===== config.mk =====
export PLATFORM = sky130hd
export DESIGN_NAME = state_substitution_flat
export DESIGN_NICKNAME = d
export VERILOG_FILES = /design/src/logic/aes_sbox_pkg.sv /design/src/logic/sub_bus_if.sv /design/src/logic/byte_substitution.sv /design/src/logic/gf256_inverse.sv /design/src/logic/state_substitution.sv /design/src/flat_wrapper.sv
export VERILOG_INCLUDE_DIRS = /design/src /design/src/include
export SDC_FILE = /design/constraint.sdc
export NUM_CORES = 2
export LEC_CHECK = 0
export BUFFER_PORTS_ARGS = -buffer_cell sky130_fd_sc_hd__clkbuf_2
export CAP_MARGIN = 20
export CORE_MARGIN = 2
export CORE_UTILIZATION = 24
export CTS_CLUSTER_DIAMETER = 200
export CTS_CLUSTER_SIZE = 10
export DETAILED_ROUTE_END_ITERATION = 10
export PLACE_DENSITY = 0.4
export SYNTH_ARGS = -nofsm -noshare
export SYNTH_HDL_FRONTEND = slang
export SYNTH_SLANG_ARGS = --single-unit

===== constraint.sdc =====
create_clock -name i_clock -period 24 [get_ports i_clock]
set_clock_uncertainty 0.05 [all_clocks]
set_input_delay 2.4 -clock i_clock [delete_from_list [all_inputs] [get_ports i_clock]]
set_output_delay 2.4 -clock i_clock [all_outputs]
set_load 0.005 [all_outputs]

===== src/include/aes_sbox_config.svh =====
/*
 * Build options of the AES SubBytes accelerator
 * S-box output register switch, AXI4-Lite address width and register map
 */
`ifndef AES_SBOX_CONFIG_SVH
`define AES_SBOX_CONFIG_SVH

`define SBOX_OUTPUT_REG  1        // 1 registers each S-box output, 0 leaves it combinational
`define AXIL_ADDR_W      6        // Byte address bits of the register window

`define REG_DATA0        6'h00    // Input state words, RW
`define REG_DATA1        6'h04
`define REG_DATA2        6'h08
`define REG_DATA3        6'h0C
`define REG_CTRL         6'h10    // Bit 0 starts a substitution
`define REG_STATUS       6'h14    // Bit 0 done flag, RO
`define REG_RESULT0      6'h20    // Substituted state words, RO
`define REG_RESULT1      6'h24
`define REG_RESULT2      6'h28
`define REG_RESULT3      6'h2C

`endif


===== src/logic/aes_sbox_pkg.sv =====
/*
 * Shared types of the AES SubBytes accelerator
 * Byte, word and state vectors, AXI response codes,
 * state encodings of the AXI4-Lite write and read channels
 */
package aes_sbox_pkg;

    typedef logic [7:0]   aes_byte_t;    // One state byte
    typedef logic [31:0]  axil_word_t;   // One AXI data word
    typedef logic [127:0] aes_state_t;   // Byte k in bits 8k+7:8k
    typedef logic [1:0]   axil_resp_t;   // AXI response code

    localparam axil_resp_t RESP_OKAY   = 2'b00;
    localparam axil_resp_t RESP_SLVERR = 2'b10;

    // Write channel
    typedef enum logic {
        WR_IDLE,    // Waiting for address and data
        WR_RESP     // bvalid held until bready
    } wr_state_e;

    // Read channel
    typedef enum logic {
        RD_IDLE,    // arready high
        RD_DATA     // rvalid held until rready
    } rd_state_e;

endpackage


===== src/logic/sub_bus_if.sv =====
/*
 * Link between the register block and the substitution array
 * Start pulse with the input state, done pulse with the result
 */
`timescale 1ns/100ps

interface sub_bus_if
    import aes_sbox_pkg::*;
();

    logic       start;       // One cycle, state_in stable with it
    aes_state_t state_in;    // State to substitute
    aes_state_t state_out;   // Valid while done is high
    logic       done;        // One cycle

    // Register block side
    modport regs (
        output start,
        output state_in,
        input  state_out,
        input  done
    );

    // Substitution array side
    modport array (
        input  start,
        input  state_in,
        output state_out,
        output done
    );

endinterface


===== src/logic/byte_substitution.sv =====
/*
 * AES S-box for one byte
 * Field inverse followed by the affine map and the 0x63 constant,
 * output registered on i_valid or combinational per build option
 */
`timescale 1ns/100ps
`include "aes_sbox_config.svh"

module byte_substitution
    import aes_sbox_pkg::*;
(
    input  logic      i_clock,
    input  logic      i_valid,     // Loads the output register
    input  aes_byte_t i_byte,
    output aes_byte_t o_byte
);

    localparam aes_byte_t AFFINE_ROW = 8'h1F;   // Column pattern of input bit 0
    localparam aes_byte_t AFFINE_ADD = 8'h63;

    aes_byte_t inv_byte;     // Multiplicative inverse
    aes_byte_t affine_sum;   // Matrix product, before the constant
    aes_byte_t sub_byte;     // Finished S-box value

    gf256_inverse u_inverse (
        .i_byte    (i_byte),
        .o_inverse (inv_byte)
    );

    // Input bit k selects 0x1F rotated left by k
    always_comb
    begin
        affine_sum = '0;
        for (int k = 0; k < 8; k++)
        begin
            affine_sum = affine_sum ^
                ({8{inv_byte[k]}} & aes_byte_t'((AFFINE_ROW << k) | (AFFINE_ROW >> (8 - k))));
        end
    end

    assign sub_byte = affine_sum ^ AFFINE_ADD;

    if (`SBOX_OUTPUT_REG == 1)
    begin : g_out_reg
        always_ff @(posedge i_clock)
        begin
            if (i_valid)
                o_byte <= sub_byte;    // Held until the next valid
        end
    end
    else
    begin : g_out_comb
        assign o_byte = sub_byte;
    end

endmodule


===== src/logic/gf256_inverse.sv =====
/*
 * Multiplicative inverse in GF(2^8), AES polynomial 0x11B
 * Computed as x^254 through a fixed chain of squarings and products
 * Purely combinational, zero maps to zero
 */
`timescale 1ns/100ps

module gf256_inverse
    import aes_sbox_pkg::*;
(
    input  aes_byte_t i_byte,       // Field element
    output aes_byte_t o_inverse     // Its inverse, 0 for 0
);

    aes_byte_t pw_2, pw_3, pw_6, pw_12, pw_15;
    aes_byte_t pw_30, pw_60, pw_120, pw_240, pw_252;

    // Shift-and-add product, reducing by 0x1B on every carry out
    function automatic aes_byte_t gf_mul(input aes_byte_t a, input aes_byte_t b);
        aes_byte_t acc;
        aes_byte_t sh;
        acc = '0;
        sh  = a;
        for (int i = 0; i < 8; i++)
        begin
            acc = acc ^ ({8{b[i]}} & sh);                      // Partial product
            sh  = {sh[6:0], 1'b0} ^ ({8{sh[7]}} & 8'h1B);      // xtime
        end
        return acc;
    endfunction

    // Squaring is linear over GF(2)
    // Bits 4..7 land on x^8..x^14 and fold back through the polynomial
    function automatic aes_byte_t gf_sq(input aes_byte_t a);
        aes_byte_t s;
        s[0] = a[0] ^ a[4] ^ a[6];
        s[1] = a[4] ^ a[6] ^ a[7];
        s[2] = a[1] ^ a[5];
        s[3] = a[4] ^ a[5] ^ a[6] ^ a[7];
        s[4] = a[2] ^ a[4] ^ a[7];
        s[5] = a[5] ^ a[6];
        s[6] = a[3] ^ a[5];
        s[7] = a[6] ^ a[7];
        return s;
    endfunction

    // Exponent chain up to 254
    assign pw_2   = gf_sq(i_byte);
    assign pw_3   = gf_mul(pw_2, i_byte);
    assign pw_6   = gf_sq(pw_3);
    assign pw_12  = gf_sq(pw_6);
    assign pw_15  = gf_mul(pw_12, pw_3);
    assign pw_30  = gf_sq(pw_15);
    assign pw_60  = gf_sq(pw_30);
    assign pw_120 = gf_sq(pw_60);
    assign pw_240 = gf_sq(pw_120);
    assign pw_252 = gf_mul(pw_240, pw_12);       // 240 + 12

    assign o_inverse = gf_mul(pw_252, pw_2);     // 252 + 2, x^-1 for x != 0

endmodule


===== src/logic/state_substitution.sv =====
/*
 * SubBytes over the full 128-bit state
 * Sixteen parallel S-boxes, done pulse aligned
 * with the optional S-box output register
 */
`timescale 1ns/100ps
`include "aes_sbox_config.svh"

module state_substitution
    import aes_sbox_pkg::*;
(
    input  logic     i_clock,
    sub_bus_if.array sub         // Start and state in, result and done out
);

    aes_state_t sub_bytes;   // Gathered S-box outputs

    for (genvar k = 0; k < 16; k++)
    begin : g_byte
        byte_substitution u_sbox (
            .i_clock (i_clock),
            .i_valid (sub.start),                 // Every byte loads on start
            .i_byte  (sub.state_in[8*k +: 8]),
            .o_byte  (sub_bytes[8*k +: 8])
        );
    end

    assign sub.state_out = sub_bytes;

    // Done tracks the S-box latency
    if (`SBOX_OUTPUT_REG == 1)
    begin : g_done_reg
        logic done_q;

        always_ff @(posedge i_clock)
        begin
            done_q <= sub.start;   // One stage, same as the byte registers
        end

        assign sub.done = done_q;
    end
    else
    begin : g_done_comb
        assign sub.done = sub.start;   // Result ready in the start cycle
    end

endmodule


===== src/flat_wrapper.sv =====
// flat-port wrapper written by rule: the top's interface ports become plain ports
module state_substitution_flat import aes_sbox_pkg::*;
  (i_clock, sub_start, sub_state_in, sub_state_out, sub_done);
  sub_bus_if sub_i ();
  input  logic i_clock;
  input wire logic [$bits(sub_i.start)-1:0] sub_start;
  input wire logic [$bits(sub_i.state_in)-1:0] sub_state_in;
  output wire logic [$bits(sub_i.state_out)-1:0] sub_state_out;
  output wire logic [$bits(sub_i.done)-1:0] sub_done;
  assign sub_i.start = sub_start;
  assign sub_i.state_in = sub_state_in;
  assign sub_state_out = sub_i.state_out;
  assign sub_done = sub_i.done;
  state_substitution u_core (.i_clock(i_clock), .sub(sub_i));
endmodule

## Yosys cells after proc, flatten, opt, wreduce, memory -nomap -nowiden

Index checks and enable logic that the tools add are counted.

| word-level totals | value |
|---|---|
| register bits after elaboration | 129 |
| input port bits | 130 |
| output and inout bits | 129 |
| logic and storage cells | 3009 |

| operators by class | value |
|---|---|
| bitwise operators | 2992 |

Operators by type and width:

| kind | number |
|---|---|
| 8-bit bitwise AND | 512 |
| 8-bit XOR | 512 |
| 8-bit by 5-bit XOR with 8-bit output | 448 |
| 1-bit XOR | 1456 |
| 7-bit by 8-bit XOR with 8-bit output | 16 |
| 6-bit by 7-bit XOR with 7-bit output | 16 |
| 5-bit by 6-bit XOR with 6-bit output | 16 |
| 4-bit inverter | 16 |

## Logic depth before layout (Yosys ltp)

| depth | value |
|---|---|
| depth in word-level cells | 61 |
| mapped depth | 42 |
| gate-level depth less buffers | 32 |

## Modules after synthesis

A second synthesis with hierarchy kept.

| unflattened totals | value |
|---|---|
| cells, all modules | 15281 |
| area total of the unflattened synthesis | 125260.1 sq um |

By module, submodules not included:

| module | cells each | area each (sq um) | instances | sequential area each (sq um) |
|---|---|---|---|---|
| gf256_inverse | 931 | 7373.3 | 16 | 0.0 |
| byte_substitution | 24 | 454.2 | 16 | 240.2 |
| state_substitution | 1 | 20.0 | 1 | 20.0 |

## Least setup slack after synthesis

OpenSTA, ideal clock, no wires.

| timing | value |
|---|---|
| kind | in2reg |
| from | input port sub_state_in[28] |
| to | register u_core.g_byte[3].u_sbox.o_byte[6] (data pin) |
| stages | 38 |
| setup time | 267 ps |
| setup slack | 11708 ps |
| required time | 23683 ps |
| arrival | 11975 ps |
| path buffers | 11 |
| cells stage by stage | buf_4 > buf_1 > inv_2 > ha_1 > buf_2 > buf_4 > buf_4 > clkbuf_1 > xnor2_1 > a22oi_1 > xnor3_2 > buf_2 > buf_2 > buf_2 > ha_1 > clkbuf_1 > xnor3_1 > xnor2_1 > [2 not listed] > nor4_1 > xnor2_2 > xnor3_1 > xnor2_2 > xnor2_1 > o21ai_0 > o21ai_0 > xnor2_1 > xnor2_2 > buf_2 > xnor3_1 > mux2_1 > a31oi_1 > o221ai_1 > xnor2_2 > xnor3_1 > xor2_1 > xnor2_1 |

| on the way | value |
|---|---|
| word-level cells in the longest chain between the ends | 60 |
| elaborated cells on any way between the ends | 182 |
| those cells by class | bitwise (182) |

Ends and longest elaborated chain:

| what | RTL line | source |
|---|---|---|
| from (decl) | flat_wrapper.sv:7 | `input wire logic [$bits(sub_i.state_in)-1:0] sub_state_in;` |
| 1-bit XOR (3 in a row) | gf256_inverse.sv:39 | `s[3] = a[4] ^ a[5] ^ a[6] ^ a[7];` |
| 8-bit by 5-bit XOR with 8-bit output | gf256_inverse.sv:27 | `sh = {sh[6:0], 1'b0} ^ ({8{sh[7]}} & 8'h1B);` |
| 8-bit by 5-bit XOR with 8-bit output / 8-bit bitwise AND (equally long branches) | gf256_inverse.sv:27, gf256_inverse.sv:26 |  |
| 8-bit by 5-bit XOR with 8-bit output / 8-bit XOR (equally long branches) (3 in a row) | gf256_inverse.sv:27, gf256_inverse.sv:26 |  |
| 8-bit by 5-bit XOR with 8-bit output, or another cell as far along | gf256_inverse.sv:27 |  |
| 8-bit bitwise AND, or another cell as far along | gf256_inverse.sv:26 | `acc = acc ^ ({8{b[i]}} & sh);` |
| 8-bit XOR / 8-bit bitwise AND (equally long branches) | gf256_inverse.sv:26 |  |
| 8-bit XOR | gf256_inverse.sv:26 |  |
| [39 not listed] | - |  |
| 8-bit XOR / 8-bit bitwise AND (equally long branches) | gf256_inverse.sv:26 |  |
| 8-bit XOR * | gf256_inverse.sv:26 |  |
| 6-bit by 7-bit XOR with 7-bit output | byte_substitution.sv:36 | `affine_sum = affine_sum ^` |
| 7-bit by 8-bit XOR with 8-bit output | byte_substitution.sv:36 |  |
| 8-bit XOR (2 in a row) | byte_substitution.sv:36 |  |
| 8-bit XOR * (2 in a row) | byte_substitution.sv:36 |  |
| 4-bit inverter (no line) * | - |  |
| named net u_core.g_byte[3].u_sbox.sub_byte[6] | byte_substitution.sv:23 | `aes_byte_t sub_byte;` |
| to (signal assigned) | byte_substitution.sv:48 | `o_byte <= sub_byte;` |
| to (decl) | byte_substitution.sv:15 | `output aes_byte_t o_byte` |

Mark *: on every way through the listed nets, which the timed path passes. The rest lies on a longest branch.
A chain may end at the register's enable or synchronous reset.

## Worst setup path after layout

| timing | value |
|---|---|
| from | input port sub_state_in[92] |
| to | register u_core.g_byte[11].u_sbox.o_byte[3] (data pin) |

| on the way | value |
|---|---|
| word-level cells in the longest chain between the ends | 60 |
| elaborated cells on any way between the ends | 182 |
| those cells by class | bitwise (182) |

Ends and longest elaborated chain:

| what | RTL line | source |
|---|---|---|
| 1-bit XOR (3 in a row) | gf256_inverse.sv:39 |  |
| 8-bit by 5-bit XOR with 8-bit output | gf256_inverse.sv:27 |  |
| 8-bit by 5-bit XOR with 8-bit output / 8-bit bitwise AND (equally long branches) | gf256_inverse.sv:27, gf256_inverse.sv:26 |  |
| 8-bit by 5-bit XOR with 8-bit output / 8-bit XOR (equally long branches) (3 in a row) | gf256_inverse.sv:27, gf256_inverse.sv:26 |  |
| 8-bit by 5-bit XOR with 8-bit output, or another cell as far along | gf256_inverse.sv:27 |  |
| 8-bit bitwise AND, or another cell as far along | gf256_inverse.sv:26 |  |
| 8-bit XOR / 8-bit bitwise AND (equally long branches) | gf256_inverse.sv:26 |  |
| 8-bit XOR | gf256_inverse.sv:26 |  |
| [39 not listed] | - |  |
| 8-bit XOR / 8-bit bitwise AND (equally long branches) | gf256_inverse.sv:26 |  |
| 8-bit XOR * | gf256_inverse.sv:26 |  |
| 5-bit by 6-bit XOR with 6-bit output | byte_substitution.sv:36 |  |
| 6-bit by 7-bit XOR with 7-bit output | byte_substitution.sv:36 |  |
| 7-bit by 8-bit XOR with 8-bit output | byte_substitution.sv:36 |  |
| 8-bit XOR (3 in a row) | byte_substitution.sv:36 |  |
| 8-bit XOR * | byte_substitution.sv:36 |  |
| named net u_core.g_byte[11].u_sbox.affine_sum[3] | byte_substitution.sv:22 | `aes_byte_t affine_sum;` |
| to (signal assigned) | byte_substitution.sv:48 |  |
| to (decl) | byte_substitution.sv:15 |  |

Marked as above.

==> flow_summary_export.csv <==
group,metric,value,unit
logic_synthesis,synth.top_cells.by_area,"xnor2_1 (21%), xnor3_1 (16%), xor2_1 (6.6%)",
cells_and_area,final_layout_size_suffix_gt1_share,9.62,%
drt,drc,0,
worst_hold_path,hp-class,"in -> reg",
die,core-area,497000,um2
logic_synthesis,synthFlopType,"edfxtp_1",
grt,grt_max_degree,57,
drt,ant_nets,0,
worst_setup_path,critPathMaxStageDelay,0.97,ns
drt,dr.pass1.iters,6,
worst_setup_path,cp.required,24.31,ns
drt,route.vias.total,101370,
sta,max_freq,70.5,MHz
sta,worst_slack,9.82,ns
sta,final-setup-viol-count,0,
sta,hold_violations,0,
place,port_buffers,258,
sta,rsz0062_at_grt,"no",
clocking,cts_tree,"done",
drt,wl_per_cell,18.7,um
logic_synthesis,syn-num-nets,14941,
worst_setup_path,slowest_stage,"xnor3_1",
die,dieHeight,710,um
logic_synthesis,ys_seq_elements,129,
worst_setup_path,start_kind,"input pin",
logic_synthesis,yosysTopAreaCell,"xnor2_1",
clocking,holdBufCountCts,0,
cells_and_area,synthToLayoutAreaGrowth,7.02,%
drt,via_per_inst,4.82,
worst_setup_path,crit_path_end_kind,"flip-flop",
logic_synthesis,ys_seq_area_share,3.23,%
place,place_congestion,0.800,
logic_synthesis,synth_edf_count,128,
cells_and_area,fin_nets,14518,
drt,drt_iter0_markers,6733,
clocking,post-cts-setup-buffers,0,
grt,grt_pass1_wl,610000,um
sta,worst_pin_slew,1.16,ns
worst_setup_path,cp.arrival,14.49,ns
cells_and_area,final_common_cell,"xnor2_1",
logic_synthesis,async_reset_ff_share,0,%
logic_synthesis,synthDominantCellAreaShare,21.1,%
outcome,status,"completed",
sta,drv_slew,0,
worst_setup_path,path_max_fanout,22,
grt,antenna_found_initial,16,
clocking,cts-root-buf,"clkbuf_16",
grt,track_usage,15.0,%
worst_setup_path,cpMostUsedCell,"xnor3_1",
place,hpwl,280000,um
die,die_width,710,um
clocking,clkSlewWorstSetupHoldPaths,0.09,ns
logic_synthesis,avgSynthCellArea,8.10,um2
place,preCtsSetupSlack,9.20,ns
sta,period_needed,14.18,ns
die,rows,259,
clocking,clock_path_buffers,3,
die,initial_core_util,24.1,%
logic_synthesis,yosysUniqueCellTypes,121,
die,die_area,504000,um2
cells_and_area,fillCellCount,54226,
clocking,clock_sinks,129,
clocking,htree_levels,4,
worst_setup_path,criticalPathCategory,"in -> reg",
sta,relSlewSlack,22.7,%
sta,fin_crit_sh,59.1,%
logic_synthesis,syn_area,120000,um2
drt,routed_wl,392000,um
logic_synthesis,netlist_instances,14763,
cells_and_area,final_cell_mix,"xnor2_1 (2849), nor2_1 (1712), nand2_1 (1359), xor2_1 (897), xnor3_1 (862)",
die,ios,259,
job,max_cap_violations,0,
clocking,cts_buffers,21,
clocking,cts_resized,0,
grt,grt_remaining_overflow,0,
logic_synthesis,synth-warning-count,0,
sta,setup_tns,0,ns
grt,grt_pass1_vias,97704,
==> per-stage QoR <==
step	cell area (um2)	std cells	util (%)	hold slack, ns
2_1_floorplan	120000	14763	-	2.38
3_3_place_gp	127000	20968	25.6	2.74
3_5_place_dp	127000	20969	25.6	2.74
4_1_cts	128000	21002	25.7	2.12
5_1_grt	128000	21007	25.8	2.16
6_report	128000	21010	25.8	2.18
==> cell families after synthesis <==
group / Yosys count / share of synthesized area (%)
AO/OA/AOI/OAI: 2957 / 16.5
multiplexers: 427 / 3.69
AND/OR/NAND/NOR: 4645 / 17.4
XOR/XNOR: 5206 / 53.4
flip-flops: 129 / 3.23
adder cells (fa/ha/maj): 65 / 0.645
buffers and inverters: 1334 / 5.15
==> layer usage <==
metal  vias to the layer above  track usage [%]  part of all wire, %
li1                      50439                -                    -
met1                     48967             21.3                   49
met2                      1728             25.2                   47
met3                       232            0.740                  2.7
met4                         4             2.50                  1.4
met5                         -                0               0.0077
==> final timing paths <==
check                             from                            endpoint  slack [ns]  depth (start not counted)
worst min-delay path         sub_start  u_core.g_byte[11].u_sbox.o_byte[0]        2.18                          1
worst max-delay path  sub_state_in[92]  u_core.g_byte[11].u_sbox.o_byte[3]        9.82                         36
==> flip-flops by register name, summed over array words and instances, names as in the netlist <==
register and count:
u_core.sub.done 1, u_core.g_byte.u_sbox.o_byte 128
==> synth_stat cells (146+ instances only) <==
cell type	n
mux2i_1	351
nand2_1	1359
nor3_1	394
a211oi_1	154
xor2_1	907
xnor3_1	864
nand3_1	310
a21oi_1	644
xnor2_1	2878
a22oi_1	152
clkbuf_1	439
o22ai_1	204
inv_1	150
nor2b_1	146
xnor2_2	225
buf_2	447
nor2_1	1713
nand2b_1	234
o21ai_0	635
==> worst max-delay path, delay by kind of cell <==
kind	cells	cell delay, ns
multiplexers	2	0.47
AO/OA/AOI/OAI	3	0.54
adder cells (fa/ha/maj)	2	0.69
buffers and inverters	8	2.31
AND/OR/NAND/NOR	1	0.11
XOR/XNOR	20	7.89
==> cell type report <==
cell class	instances	area, um2	area share, %
tap	6655	8330	6.51
clock buffer	23	533	0.417
sequential	129	3860	3.02
inverter	218	818	0.640
clock inverter	10	106	0.0831
antenna	5	12.5	0.00978
timing repair buffer	670	4390	3.43
multi-input combinational	13300	110000	85.9
Power is not shown: default switching activity piles up to over one toggle a cycle in this logic, so the estimate is an artifact.
