==> config.mk <==
export PLATFORM = sky130hd
export DESIGN_NAME = axil_sbox_regs_flat
export DESIGN_NICKNAME = d
export VERILOG_FILES = /design/src/logic/aes_sbox_pkg.sv /design/src/logic/sub_bus_if.sv /design/src/logic/axil_sbox_regs.sv /design/src/flat_wrapper.sv
export VERILOG_INCLUDE_DIRS = /design/src /design/src/include
export SDC_FILE = /design/constraint.sdc
export NUM_CORES = 1
export LEC_CHECK = 0
export BUFFER_PORTS_ARGS = -buffer_cell sky130_fd_sc_hd__buf_2
export CAP_MARGIN = 25
export CORE_MARGIN = 2
export CORE_UTILIZATION = 40
export CTS_CLUSTER_DIAMETER = 30
export DETAILED_ROUTE_END_ITERATION = 6
export GPL_ROUTABILITY_DRIVEN = 0
export PLACE_DENSITY = 0.76
export SYNTH_ARGS = -nofsm -noshare
export SYNTH_HDL_FRONTEND = slang
export SYNTH_SLANG_ARGS = --single-unit
==> constraint.sdc <==
create_clock -name i_clock -period 1.7 [get_ports i_clock]
set_input_delay 0.085 -clock i_clock [delete_from_list [all_inputs] [get_ports i_clock]]
set_output_delay 0.085 -clock i_clock [all_outputs]
set_load 0.01 [all_outputs]
==> src/include/aes_sbox_config.svh <==
/*
 * Build options of the AES SubBytes accelerator
 * S-box output register switch, AXI4-Lite address width and register map
 */
`ifndef AES_SBOX_CONFIG_SVH
`define AES_SBOX_CONFIG_SVH

`define SBOX_OUTPUT_REG  1        // 1 registers each S-box output, 0 leaves it combinational
`define AXIL_ADDR_W      6        // Byte address bits of the register window

`define REG_DATA0        6'h00    // Input state words, RW
`define REG_DATA1        6'h04
`define REG_DATA2        6'h08
`define REG_DATA3        6'h0C
`define REG_CTRL         6'h10    // Bit 0 starts a substitution
`define REG_STATUS       6'h14    // Bit 0 done flag, RO
`define REG_RESULT0      6'h20    // Substituted state words, RO
`define REG_RESULT1      6'h24
`define REG_RESULT2      6'h28
`define REG_RESULT3      6'h2C

`endif

==> src/logic/aes_sbox_pkg.sv <==
/*
 * Shared types of the AES SubBytes accelerator
 * Byte, word and state vectors, AXI response codes,
 * state encodings of the AXI4-Lite write and read channels
 */
package aes_sbox_pkg;

    typedef logic [7:0]   aes_byte_t;    // One state byte
    typedef logic [31:0]  axil_word_t;   // One AXI data word
    typedef logic [127:0] aes_state_t;   // Byte k in bits 8k+7:8k
    typedef logic [1:0]   axil_resp_t;   // AXI response code

    localparam axil_resp_t RESP_OKAY   = 2'b00;
    localparam axil_resp_t RESP_SLVERR = 2'b10;

    // Write channel
    typedef enum logic {
        WR_IDLE,    // Waiting for address and data
        WR_RESP     // bvalid held until bready
    } wr_state_e;

    // Read channel
    typedef enum logic {
        RD_IDLE,    // arready high
        RD_DATA     // rvalid held until rready
    } rd_state_e;

endpackage

==> src/logic/sub_bus_if.sv <==
/*
 * Link between the register block and the substitution array
 * Start pulse with the input state, done pulse with the result
 */
`timescale 1ns/100ps

interface sub_bus_if
    import aes_sbox_pkg::*;
();

    logic       start;       // One cycle, state_in stable with it
    aes_state_t state_in;    // State to substitute
    aes_state_t state_out;   // Valid while done is high
    logic       done;        // One cycle

    // Register block side
    modport regs (
        output start,
        output state_in,
        input  state_out,
        input  done
    );

    // Substitution array side
    modport array (
        input  start,
        input  state_in,
        output state_out,
        output done
    );

endinterface

==> src/logic/axil_sbox_regs.sv <==
/*
 * AXI4-Lite register block of the SubBytes accelerator
 * Write and read channel FSMs, offset decode, byte-strobed DATA words,
 * CTRL start pulse, STATUS done flag and captured RESULT words
 */
`timescale 1ns/100ps
`include "aes_sbox_config.svh"

module axil_sbox_regs
    import aes_sbox_pkg::*;
(
    input  logic                    i_clock,
    input  logic                    i_rst_n,
    // Write address and data
    input  logic                    i_awvalid,
    output logic                    o_awready,
    input  logic [`AXIL_ADDR_W-1:0] i_awaddr,
    input  logic                    i_wvalid,
    output logic                    o_wready,
    input  axil_word_t              i_wdata,
    input  logic [3:0]              i_wstrb,
    // Write response
    output logic                    o_bvalid,
    input  logic                    i_bready,
    output axil_resp_t              o_bresp,
    // Read address and data
    input  logic                    i_arvalid,
    output logic                    o_arready,
    input  logic [`AXIL_ADDR_W-1:0] i_araddr,
    output logic                    o_rvalid,
    input  logic                    i_rready,
    output axil_word_t              o_rdata,
    output axil_resp_t              o_rresp,
    // Substitution array
    sub_bus_if.regs                 sub
);

    wr_state_e  wr_state;
    rd_state_e  rd_state;
    logic       wr_hs;          // Address and data accepted this cycle
    logic       rd_hs;          // Read address accepted this cycle
    logic       wr_data_sel;    // Write hits a DATA word
    logic       wr_ctrl_sel;    // Write hits CTRL
    axil_resp_t rd_resp;
    axil_word_t rd_word;
    aes_state_t data_state;     // DATA0..3, word n at bits 32n+31:32n
    aes_state_t result_state;   // RESULT0..3
    logic       done_flag;      // STATUS bit 0
    logic       start_q;

    assign wr_hs = o_awready & i_awvalid & o_wready & i_wvalid;
    assign rd_hs = o_arready & i_arvalid;

    // Write offset decode, anything else is SLVERR
    always_comb
    begin
        wr_data_sel = 1'b0;
        wr_ctrl_sel = 1'b0;
        case (i_awaddr)
            `REG_DATA0, `REG_DATA1, `REG_DATA2, `REG_DATA3: wr_data_sel = 1'b1;
            `REG_CTRL:                                      wr_ctrl_sel = 1'b1;
            default:                                        wr_data_sel = 1'b0;
        endcase
    end

    // Write channel FSM, ready is a one-cycle pulse after both valids
    always_ff @(posedge i_clock)
    begin
        if (!i_rst_n)
        begin
            wr_state  <= WR_IDLE;
            o_awready <= 1'b0;
            o_wready  <= 1'b0;
            o_bvalid  <= 1'b0;
            o_bresp   <= RESP_OKAY;
        end
        else
        begin
            case (wr_state)
                WR_IDLE:
                begin
                    o_awready <= i_awvalid & i_wvalid & ~o_awready;
                    o_wready  <= i_awvalid & i_wvalid & ~o_wready;
                    if (wr_hs)
                    begin
                        o_bvalid <= 1'b1;
                        o_bresp  <= (wr_data_sel | wr_ctrl_sel) ? RESP_OKAY : RESP_SLVERR;
                        wr_state <= WR_RESP;
                    end
                end
                WR_RESP:
                begin
                    if (i_bready)
                    begin
                        o_bvalid <= 1'b0;   // Response taken
                        wr_state <= WR_IDLE;
                    end
                end
                default: wr_state <= WR_IDLE;
            endcase
        end
    end

    // DATA words, per-byte strobes
    always_ff @(posedge i_clock)
    begin
        if (!i_rst_n)
            data_state <= '0;
        else if (wr_hs && wr_data_sel)
        begin
            for (int b = 0; b < 4; b++)
            begin
                if (i_wstrb[b])
                    data_state[{i_awaddr[3:2], 5'd0} + 8*b +: 8] <= i_wdata[8*b +: 8];
            end
        end
    end

    // Start pulse one cycle after the CTRL handshake
    always_ff @(posedge i_clock)
    begin
        if (!i_rst_n)
            start_q <= 1'b0;
        else
            start_q <= wr_hs & wr_ctrl_sel & i_wdata[0];
    end

    assign sub.start    = start_q;
    assign sub.state_in = data_state;   // Stable, no write completes during start

    // Result capture and done flag
    always_ff @(posedge i_clock)
    begin
        if (!i_rst_n)
        begin
            result_state <= '0;
            done_flag    <= 1'b0;
        end
        else if (sub.done)
        begin
            result_state <= sub.state_out;
            done_flag    <= 1'b1;    // Wins over a start in the same cycle
        end
        else if (sub.start)
            done_flag <= 1'b0;
    end

    // Read offset decode and mux
    always_comb
    begin
        rd_word = '0;
        rd_resp = RESP_OKAY;
        case (i_araddr)
            `REG_DATA0, `REG_DATA1, `REG_DATA2, `REG_DATA3:
                rd_word = data_state[{i_araddr[3:2], 5'd0} +: 32];
            `REG_RESULT0, `REG_RESULT1, `REG_RESULT2, `REG_RESULT3:
                rd_word = result_state[{i_araddr[3:2], 5'd0} +: 32];
            `REG_STATUS: rd_word = {31'd0, done_flag};
            `REG_CTRL:   rd_word = '0;           // Start bit self-clears
            default:     rd_resp = RESP_SLVERR;  // Unmapped, zero data
        endcase
    end

    assign o_arready = (rd_state == RD_IDLE);

    // Read channel FSM, rdata frozen while rvalid waits
    always_ff @(posedge i_clock)
    begin
        if (!i_rst_n)
        begin
            rd_state <= RD_IDLE;
            o_rvalid <= 1'b0;
            o_rdata  <= '0;
            o_rresp  <= RESP_OKAY;
        end
        else
        begin
            case (rd_state)
                RD_IDLE:
                begin
                    if (rd_hs)
                    begin
                        o_rvalid <= 1'b1;
                        o_rdata  <= rd_word;
                        o_rresp  <= rd_resp;
                        rd_state <= RD_DATA;
                    end
                end
                RD_DATA:
                begin
                    if (i_rready)
                    begin
                        o_rvalid <= 1'b0;
                        rd_state <= RD_IDLE;
                    end
                end
                default: rd_state <= RD_IDLE;
            endcase
        end
    end

endmodule

==> src/flat_wrapper.sv <==
// flat-port wrapper written by rule: the top's interface ports become plain ports
module axil_sbox_regs_flat import aes_sbox_pkg::*;
  (i_clock, i_rst_n, i_awvalid, o_awready, i_awaddr, i_wvalid, o_wready, i_wdata, i_wstrb, o_bvalid, i_bready, o_bresp, i_arvalid, o_arready, i_araddr, o_rvalid, i_rready, o_rdata, o_rresp, sub_start, sub_state_in, sub_state_out, sub_done);
  sub_bus_if sub_i ();
  input  logic i_clock;
  input  logic i_rst_n;
  input  logic i_awvalid;
  output logic o_awready;
  input  logic [`AXIL_ADDR_W-1:0] i_awaddr;
  input  logic i_wvalid;
  output logic o_wready;
  input  axil_word_t i_wdata;
  input  logic [3:0] i_wstrb;
  output logic o_bvalid;
  input  logic i_bready;
  output axil_resp_t o_bresp;
  input  logic i_arvalid;
  output logic o_arready;
  input  logic [`AXIL_ADDR_W-1:0] i_araddr;
  output logic o_rvalid;
  input  logic i_rready;
  output axil_word_t o_rdata;
  output axil_resp_t o_rresp;
  output wire logic [$bits(sub_i.start)-1:0] sub_start;
  output wire logic [$bits(sub_i.state_in)-1:0] sub_state_in;
  input wire logic [$bits(sub_i.state_out)-1:0] sub_state_out;
  input wire logic [$bits(sub_i.done)-1:0] sub_done;
  assign sub_start = sub_i.start;
  assign sub_state_in = sub_i.state_in;
  assign sub_i.state_out = sub_state_out;
  assign sub_i.done = sub_done;
  axil_sbox_regs u_core (.i_clock(i_clock), .i_rst_n(i_rst_n), .i_awvalid(i_awvalid), .o_awready(o_awready), .i_awaddr(i_awaddr), .i_wvalid(i_wvalid), .o_wready(o_wready), .i_wdata(i_wdata), .i_wstrb(i_wstrb), .o_bvalid(o_bvalid), .i_bready(i_bready), .o_bresp(o_bresp), .i_arvalid(i_arvalid), .o_arready(o_arready), .i_araddr(i_araddr), .o_rvalid(o_rvalid), .i_rready(i_rready), .o_rdata(o_rdata), .o_rresp(o_rresp), .sub(sub_i));
endmodule
======== Yosys cells after proc, flatten, opt, wreduce, memory -nomap -nowiden ========
Index checks and enable logic that the tools add are counted.
word-level totals
  bits in registers ....................... 300
  input bits .............................. 184
  output and inout bits ................... 170
  logic and storage cells ................. 106
cells by class
  add/sub/neg operators ................... 7
  equality and inequality tests ........... 17
  shift-type cells ........................ 10
  mux-type cells .......................... 33
  bitwise gates (word level) .............. 14
  reduce and logical (&&, ||, !) cells .... 12
operator list
  kind                        number
  $mux W128                   10
  $bwmux W128                 4
  $shift A8 B34 Y128 const A  4
  $shiftx A8 B34 Y128         4
  $shiftx A128 B8 Y32         2
  $neg A32 Y34                3
  $pmux W32 S3                1
  $neg A7 Y34                 1
  $eq A6 B4 Y1 const B        4
  $eq A6 B6 Y1 const B        4
  $eq A6 B5 Y1 const B        3
  $add A7 B5 Y8 const B       2
  $eq A6 B3 Y1 const B        2
  $logic_not A6 Y1            2
  $mux W1                     12
  $reduce_or A4 Y1            3
  $reduce_or A10 Y1           1
  $and A1 B1 Y1               9
  $add A7 B4 Y8 const B       1
  $pmux W1 S2                 4
  $reduce_and A2 Y1           4
  $ne A2 B2 Y1 const B        3
  $mux W2                     2
  $not A1 Y1                  4
  other kinds (4)             4

======== Logic depth before layout (Yosys ltp) ========
Gate-level depths: netlist (run 1).
  depth after elaboration ................. 16
  mapped depth ............................ 9
  mapped depth without buffers ............ 6

======== Worst setup path before layout (run 1) ========
Ideal clock, no wire load.
  path kind ............................... input port to flip-flop
  start ................................... input port i_awaddr[2]
  end ..................................... register u_core.data_state[0] (netlist: u_core.sub.state_in[0])
  library setup time ...................... 0.072 ns
  data arrival time ....................... 1.553 ns
  required time ........................... 1.628 ns
  slack ................................... 0.075 ns
  cell stages on the path ................. 9
  path buffers ............................ 3
  cells stage by stage .................... inv_1 -> ha_1 -> buf_2 -> nor4_2 -> nor4b_2 -> buf_4 -> buf_12 -> nand3_4 -> mux2i_1
on the way
  longest elaborated chain between the ends .. 16
  elaborated cells on any way between the ends .. 36
  classes of those cells .................. add/sub: 7; eq/ne: 3; shift: 8; mux: 15; reduce/logical: 3
RTL lines
  item                                                   line                   source
  start: declaration                                     flat_wrapper.sv:9      input logic [`AXIL_ADDR_W-1:0] i_awaddr;
  branches (longest 16 deep; another with $neg A32 Y34)  -
  end signal: indexed assignment                         axil_sbox_regs.sv:114  data_state[{i_awaddr[3:2], 5'd0} + 8*b +: 8] <= i_wdata[8*b +: 8];
  end: declaration                                       axil_sbox_regs.sv:46   aes_state_t data_state;
Parallel ways; which one is timed is not known. The select of a mux whose other input is x is not followed.
A chain may end at the register's enable or synchronous reset.

======== Worst setup path in the final report (run 1) ========
  start ................................... input port i_araddr[4]
  end ..................................... register u_core.o_rdata[28]
on the way
  longest elaborated chain between the ends .. 3
  elaborated cells on any way between the ends .. 12
  classes of those cells .................. eq/ne: 8; mux: 1; reduce/logical: 3
RTL lines
  item                                  line                   source
  start: declaration                    flat_wrapper.sv:19     input logic [`AXIL_ADDR_W-1:0] i_araddr;
  $eq A6 B6 Y1 (tied with other cells)  axil_sbox_regs.sv:153  case (i_araddr)
  $reduce_or A4 Y1                      axil_sbox_regs.sv:153
  $pmux W32 S3 *                        axil_sbox_regs.sv:153
  end signal: assignment                axil_sbox_regs.sv:184  o_rdata <= rd_word;
  end: declaration                      axil_sbox_regs.sv:32   output axil_word_t o_rdata,
Mark *: on every way between the ends. The rest lies on a longest branch, timed or not.

==> results of run 1 <==
==> power by group through the flow <==
stage	sequential (mW)	combinational (mW)	clock, mW
floorplan	7.40	0.914	0
global placement	7.42	1.49	0
detailed placement	7.43	1.53	0
CTS	7.30	1.90	14.1
global route	7.33	2.09	14.6
finish	7.32	1.96	14.0
==> area by class of cell <==
class / instances / area (µm²) / share of cell area (%)
clock inverter: 43 / 491.7 / 2.395
inverter: 5 / 18.77 / 0.09141
clock buffer: 89 / 2019 / 9.836
tap: 448 / 560.5 / 2.730
timing repair buffer: 591 / 4254 / 20.72
sequential: 298 / 5968 / 29.07
multi-input combinational: 876 / 7213 / 35.13
antenna: 2 / 5.005 / 0.02438
==> layer usage <==
layer  global-route usage [%]  wire length, µm  share of wire [%]  up-vias
met5                        0                0                  0        -
met1                    33.22            19690                 41     5982
met4                    12.02             1960                4.1        0
met2                    44.27            23070                 48      579
met3                    5.979             3416                7.1      142
li1                         -                -                  -     5680
==> cell usage in the layout (no fill, tap or decap), drive strengths merged, types with 17 or more instances in the layout <==
cell,synthesis,layout
buf,35,400
clkinv,0,17
nand2,164,164
nor2b,135,135
o21ai,36,36
dlygate4sd3,0,190
mux4,63,63
dfxtp,298,298
mux2i,288,288
clkbuf,64,89
nand3,145,145
==> path summary, 6_finish.rpt <==
check / cells past startpoint / to / start
max: 6 / u_core.o_rdata[28]$_SDFFE_PN0P_ / i_araddr[4]
min: 3 / u_core.result_state[108]$_SDFFE_PN0P_ / sub_done
max reg2reg: 5 / u_core.sub.state_in[30]$_SDFFE_PN0P_ / u_core.o_awready$_SDFFE_PN0N_
min reg2reg: 2 / u_core.o_rdata[18]$_SDFFE_PN0P_ / u_core.o_rdata[18]$_SDFFE_PN0P_
==> worst max-delay path, stage by stage <==
cell and delay [ns]:
dlygate4sd3_1 0.55, buf_2 0.15, nor4b_4 0.35, mux4_2 0.54
or2_1 0.21, a32o_1 0.21
==> Yosys cell counts (all sizes together) <==
cell and number:
dfxtp 298, mux2i 288, nand2 164, nand3 145
nor2b 135, clkbuf 64, mux4 63, o21ai 36
buf 35, nor2 9, inv 5, nor3 5
a21oi 4, a31oi 4, ha 4, nand4 2
nor3b 2, nor4 2, nor4b 2, o21a 2
a22oi 1, a32o 1, and2 1, and4 1
conb 1, nand4b 1, o22ai 1, or2 1
==> repair_timing <==
| item | CTS | global route |
|---|---|---|
| resized for setup | 2 | 9 |
| endpoints found under the hold margin | 266 | 0 |
| pin swaps | 0 | 1 |
| endpoints found under the setup margin | 13 | 52 |
| hold buffers | 191 | 0 |
==> flip-flops by register name, summed over array words and instances (netlist names) <==
signal / count
u_core.sub.state_in: 128
u_core.o_wready: 1
u_core.o_rresp: 1
u_core.sub.start: 1
u_core.o_rdata: 32
u_core.rd_state: 1
u_core.wr_state: 1
u_core.o_awready: 1
u_core.o_rvalid: 1
u_core.o_bvalid: 1
u_core.o_bresp: 1
u_core.result_state: 128
u_core.done_flag: 1
==> through the flow <==
step | TNS, ns | std cells | area [µm²] | setup slack (ns)
floorplan | 0 | 1278 | 13570 | 0.07548
global placement | -1.306 | 2028 | 16050 | -0.06004
detailed placement | -5.304 | 2028 | 16050 | -0.1431
CTS | -0.006569 | 2351 | 20490 | -0.003512
global route | -0.01389 | 2352 | 20530 | -0.01389
finish | 0 | 2352 | 20530 | 0.03617
==> cells by family after synthesis <==
| kind of cell | after synthesis |
|---|---|
| AND/OR/NAND/NOR | 470 |
| multiplexers | 351 |
| flip-flops | 298 |
| buffers and inverters | 104 |
| AO/OA/AOI/OAI | 49 |
| adder cells (fa/ha/maj) | 4 |
| other | 1 |
==> results.md, run 1 <==
- Status: complete, no violations
- Remaining antenna violation count: 0
- Max H-tree Level: 3
- Die Wd: 188.2 µm
- Mapped Area: 13570 µm²
- Netlist cell types: 36
- Starting density of the core: 40.57%
- Max clock buf depth: 3
- DR WL/cell: 20.47 µm
- Leakage: 9.569 nW
- Register area share after synthesis: 43.96%
- Synth Register Bits: 298
- Vias per cell: 5.265
- Io pins: 354
- Final setup viols: 0
- Initial drt markers: 663
- Worst path arrival time: 2.11 ns
- Ratio of cells with drive above 1 in the final layout: 32.44%
- Worst VDD drop: 0.0008534 V
- Seq pwr share: 31.4%
- XOR/XNOR Fraction of Synth Area: 0%
- DRT Pass-1 Iters: 5
- Hold Slack: 0.05540 ns
- Post CTS Setup Buffer Count: 0
- Final slew viol count: 0
- First-pass GRT wire length: 73.40 mm
- Worst setup EP type: register
- Skew final: 0.01561 ns
- Initial antenna violation count: 3
- Startpoint Class: primary input
- Simple-gate share of the synthesized area: 18.53%
- Post-synthesis adder-cell area fraction: 0.3688%
- Net Sw Frac: 23.36%
- DRC violations left: 0
- Unrepaired setup endpoints after global routing: yes
- Area leader, netlist: dfxtp_1
- Die area: 35410 µm²
- Power Total: 23.32 mW
- PortBufs: 351
- Filler instances: 2499
- Comb pwr share: 8.4%
- Via count: 12380
- HP Class: primary input to register
- Overall Global Routing Usage: 26.68%
- Post-synthesis area per instance: 10.63 µm²
- Post-synth top area share: 43.96%
- HPWL after DPL: 30.81 mm
- Die height: 188.2 µm
- CTS tree: yes
- Post-Route Utilization: 61.38%
- PwrDens: 1136 nW/µm²
- Ranking of synthesized cells by area: dfxtp_1 44%, mux2i_1 21%, mux4_2 10%, nor2b_1 6.2%, nand3_1 4.8%
- CP Data Required Time: 2.14 ns
- CP Class: primary input to register
- Mux share of post-synthesis cell area: 31.70%
- Cell count after synthesis: 1277
- Clk network pwr share: 60.2%
- Clock sinks: 298
- Crit path max fanout: 2
- Largest net degree at the start of global routing: 93
- Fin crit share: 97.87%
- P_sw: 5.447 mW
- R2R Setup Slk: 0.08 ns
- Final min period: 1.664 ns
- Synth Area in Compound Gates: 1.946%
- Worst slew margin: 41.60%
- Main combinational cell family by area after synthesis: multiplexers
- Routed WL: 48.14 mm
- Skew-Pair Late Insertion Delay: 0.57 ns
- Gr ovfl total: 0
- Tightest Pin Transition: 0.8741 ns
- Hold Violations, Final: 0
- Area Overhead vs Synth: 51.30%
- Ys Warns: 0
- Core Footprint: 33450 µm²
- # rows: 67
- Vias in the first global route: 12930
- Int Pwr: 17.88 mW
- NumNets Final: 2033
- Max_cap viols: 0
- Total CTS buffers: 73
- Clock Pin Slew Worst Setup and Hold Paths: 0.05 ns
- Max Fclk: 601.0 MHz
- Root Buffer: clkbuf_16
Note: power is estimated with default switching activity, not from simulation.
==> run 2, diff against run 1 <==
Settings changed: PLACE_DENSITY 0.76 to 0.73.
==> run 2 against run 1 <==
  * Sequential share of layout area is 0.087 points higher
  * Combinational power is 3% lower
  * Final area is 0.34% lower
  * Count of clock-buffer cells in the layout is 6 higher
  * Register-to-register slack worse by 0.08 ns
  * Sequential power hardly changed
  * Clock power is 3% higher
  * Utilization is 0.21 points lower
  * Highest routed layer unchanged
  * Final cell count is 0.13% lower
  * Critical endpoint is now u_core.sub.state_in[108]$_SDFFE_PN0P_
==> results.md, run 2 (synthesized netlist as in run 1, its figures left out) <==
- Worst VDD drop: 0.0006633 V (-22%)
- Post-DP Area: 16060 µm² (about the same)
- Worst path arrival time: 2.18 ns (+0.07 ns)
- Worst slew margin: 59.92% (+18 points)
- Slowest cell on crit path: nor4b_4
- Via count: 12160 (-1.8%)
- Vias per cell: 5.178 (-1.7%)
- Area Overhead vs Synth: 50.79%
- Io pins: 354 (unchanged)
- DRT Pass-1 Iters: 5 (unchanged)
- Worst setup EP type: register
- Leakage: 9.608 nW (+0.40%)
- Max H-tree Level: 3 (unchanged)
- Vias in the first global route: 12570 (-2.8%)
- DR WL/cell: 19.91 µm (-2.7%)
- Status: complete, no violations
- First-pass GRT wire length: 71.02 mm (-3.2%)
- Routed WL: 46.76 mm (-2.9%)
- Hold Slack: 0.03178 ns (-0.02363 ns)
- # rows: 67 (unchanged)
- Hold Path Origin: sub_done
- Overall Global Routing Usage: 25.83% (-0.86 points)
- Largest net degree at the start of global routing: 111 (+19%)
- R2R Path Start: u_core.o_awready$_SDFFE_PN0N_
- Skew-Pair Late Insertion Delay: 0.56 ns (about the same)
- Core Footprint: 33450 µm² (unchanged)
- Die area: 35410 µm² (unchanged)
- R2r worst-path depth: 5 (unchanged)
- PwrDens: 1156 nW/µm² (+1.8%)
- Max clock buf depth: 3 (unchanged)
- Remaining antenna violation count: 0 (unchanged)
- Startpoint Class: register
- Hold depth: 3 (unchanged)
- Max_cap viols: 0 (unchanged)
- Clock sinks: 298 (unchanged)
- Starting density of the core: 40.57% (unchanged)
- R2R Path End: u_core.sub.state_in[108]$_SDFFE_PN0P_
- PortBufs: 351 (unchanged)
- Root Buffer: clkbuf_16
- Most frequent cells in the layout: 347 x buf_2, 298 x dfxtp_1, 288 x mux2i_1, 178 x dlygate4sd3_1, 164 x nand2_1
- Power Total: 23.65 mW (+1.4%)
- Unrepaired setup endpoints after global routing: yes
- Final min period: 1.697 ns (+0.03363 ns)
- Commonest non-fill, non-tap cell in the layout: buf_2
- Worst path cell trace: nand4_1 -> nor4b_4 -> buf_12 -> nand3_2 -> mux2i_1
- R2R Setup Slk: 0.003 ns (-0.08 ns)
- CP Class: register to register
- Ratio of cells with drive above 1 in the final layout: 32.53% (+0.086 points)
- Gr ovfl total: 0 (unchanged)
- DRC violations left: 0 (unchanged)
- Post-route design area: 20460 µm² (-0.34%)
- CP Data Required Time: 2.18 ns (+0.04 ns)
- Final setup viols: 0 (unchanged)
- Die Wd: 188.2 µm (unchanged)
- Fin crit share: 99.85% (+2.0 points)
- Total CTS buffers: 71 (-2.7%)
- Post-Route Utilization: 61.17% (-0.21 points)
- Max Fclk: 589.1 MHz (-2.0%)
- Hold EP: u_core.result_state[102]$_SDFFE_PN0P_
- Crit path max fanout: 12 (+10)
- Initial drt markers: 673 (+1.5%)
- Initial antenna violation count: 4 (+1)
- Tightest Pin Transition: 0.6012 ns (-0.2728 ns)
- Placed Cells: 2037 (+0.44%)
- Worst path max stage delay: 0.34 ns (-0.21 ns)
- Finished Layout Cells: 2349 (-0.13%)
- HP Class: primary input to register
- Final slew viol count: 0 (unchanged)
- Die height: 188.2 µm (unchanged)
- HPWL after DPL: 30.61 mm (-0.67%)
- Skew final: 0.01749 ns (+0.001874 ns)
- CTS tree: yes
- Hold Violations, Final: 0 (unchanged)
- NumNets Final: 2029 (-0.20%)
- Clock Pin Slew Worst Setup and Hold Paths: 0.05 ns (about the same)
run 2: cell count changes in the layout (fill, tap and decap cells not counted), sizes merged:
cell	previous run	this run
dlygate4sd3	190	178
clkbuf	89	95
inv	9	8
clkinvlp	14	8
buf	400	410
clkinv	17	11
diode	2	4
bufinv	8	12
run 2: repair_timing:
action                     4_1_cts  5_1_grt
gates cloned                     0        0
hold buffers                   179        0
setup endpoints to repair        3       49
resized for setup                1        4
hold endpoints to repair       266        0
setup buffers                    0        0
run 2: worst max-delay path: cells and delay by family (launching register included):
kind                   cells  cell delay [ns]
buffers and inverters      1             0.22
flip-flops                 1             0.32
multiplexers               1             0.26
AND/OR/NAND/NOR            3             0.79
run 2: stage by stage:
step                      worst slack (ns)  setup TNS [ns]
after floorplan                    0.07548               0
after global placement             -0.1614          -8.577
after detailed placement           -0.2128          -14.67
after CTS                         0.004016               0
after global routing              -0.08975          -1.830
final                             0.002538               0
run 2: cell type report:
type / count / area (µm²)
Clock buffer: 95 / 2018
Fill cell: 2577 / 12990
Multi-Input combinational cell: 876 / 7182
Antenna cell: 4 / 10.01
Timing Repair Buffer: 589 / 4153
Tap cell: 448 / 560.5
Inverter: 5 / 18.77
Sequential cell: 298 / 5966
Clock inverter: 34 / 553.0
run 2: how the worst max path moves through the flow:
stage / startpoint / to / slack (ns) / depth (start not counted)
2_1_floorplan: i_awaddr[2] / u_core.sub.state_in[0]$_SDFFE_PN0P_ / 0.08 / 9
3_3_place_gp: i_awaddr[2] / u_core.sub.state_in[110]$_SDFFE_PN0P_ / -0.16 / 9
3_5_place_dp: i_awaddr[2] / u_core.sub.state_in[82]$_SDFFE_PN0P_ / -0.21 / 9
4_1_cts: u_core.o_awready$_SDFFE_PN0N_ / u_core.sub.state_in[108]$_SDFFE_PN0P_ / 0.004 / 5
5_1_grt: u_core.o_awready$_SDFFE_PN0N_ / u_core.sub.state_in[106]$_SDFFE_PN0P_ / -0.09 / 5
6_report: u_core.o_awready$_SDFFE_PN0N_ / u_core.sub.state_in[108]$_SDFFE_PN0P_ / 0.003 / 5
run 2: per-layer routing:
metal	wire, µm	vias to the layer above	GRT usage [%]
met1	19630	5871	31.96
met4	1603	0	11.90
met5	0	-	0
met3	3349	117	6.370
li1	-	5662	-
met2	22180	513	42.51
run 2: power breakdown:
part           internal [mW]  leakage (nW)  switching (mW)  total (mW)
combinational          0.995          5.95           0.917        1.91
clock                   10.1          1.23            4.29        14.4
sequential              7.21          2.43           0.107        7.32
total                   18.3          9.61            5.31        23.7
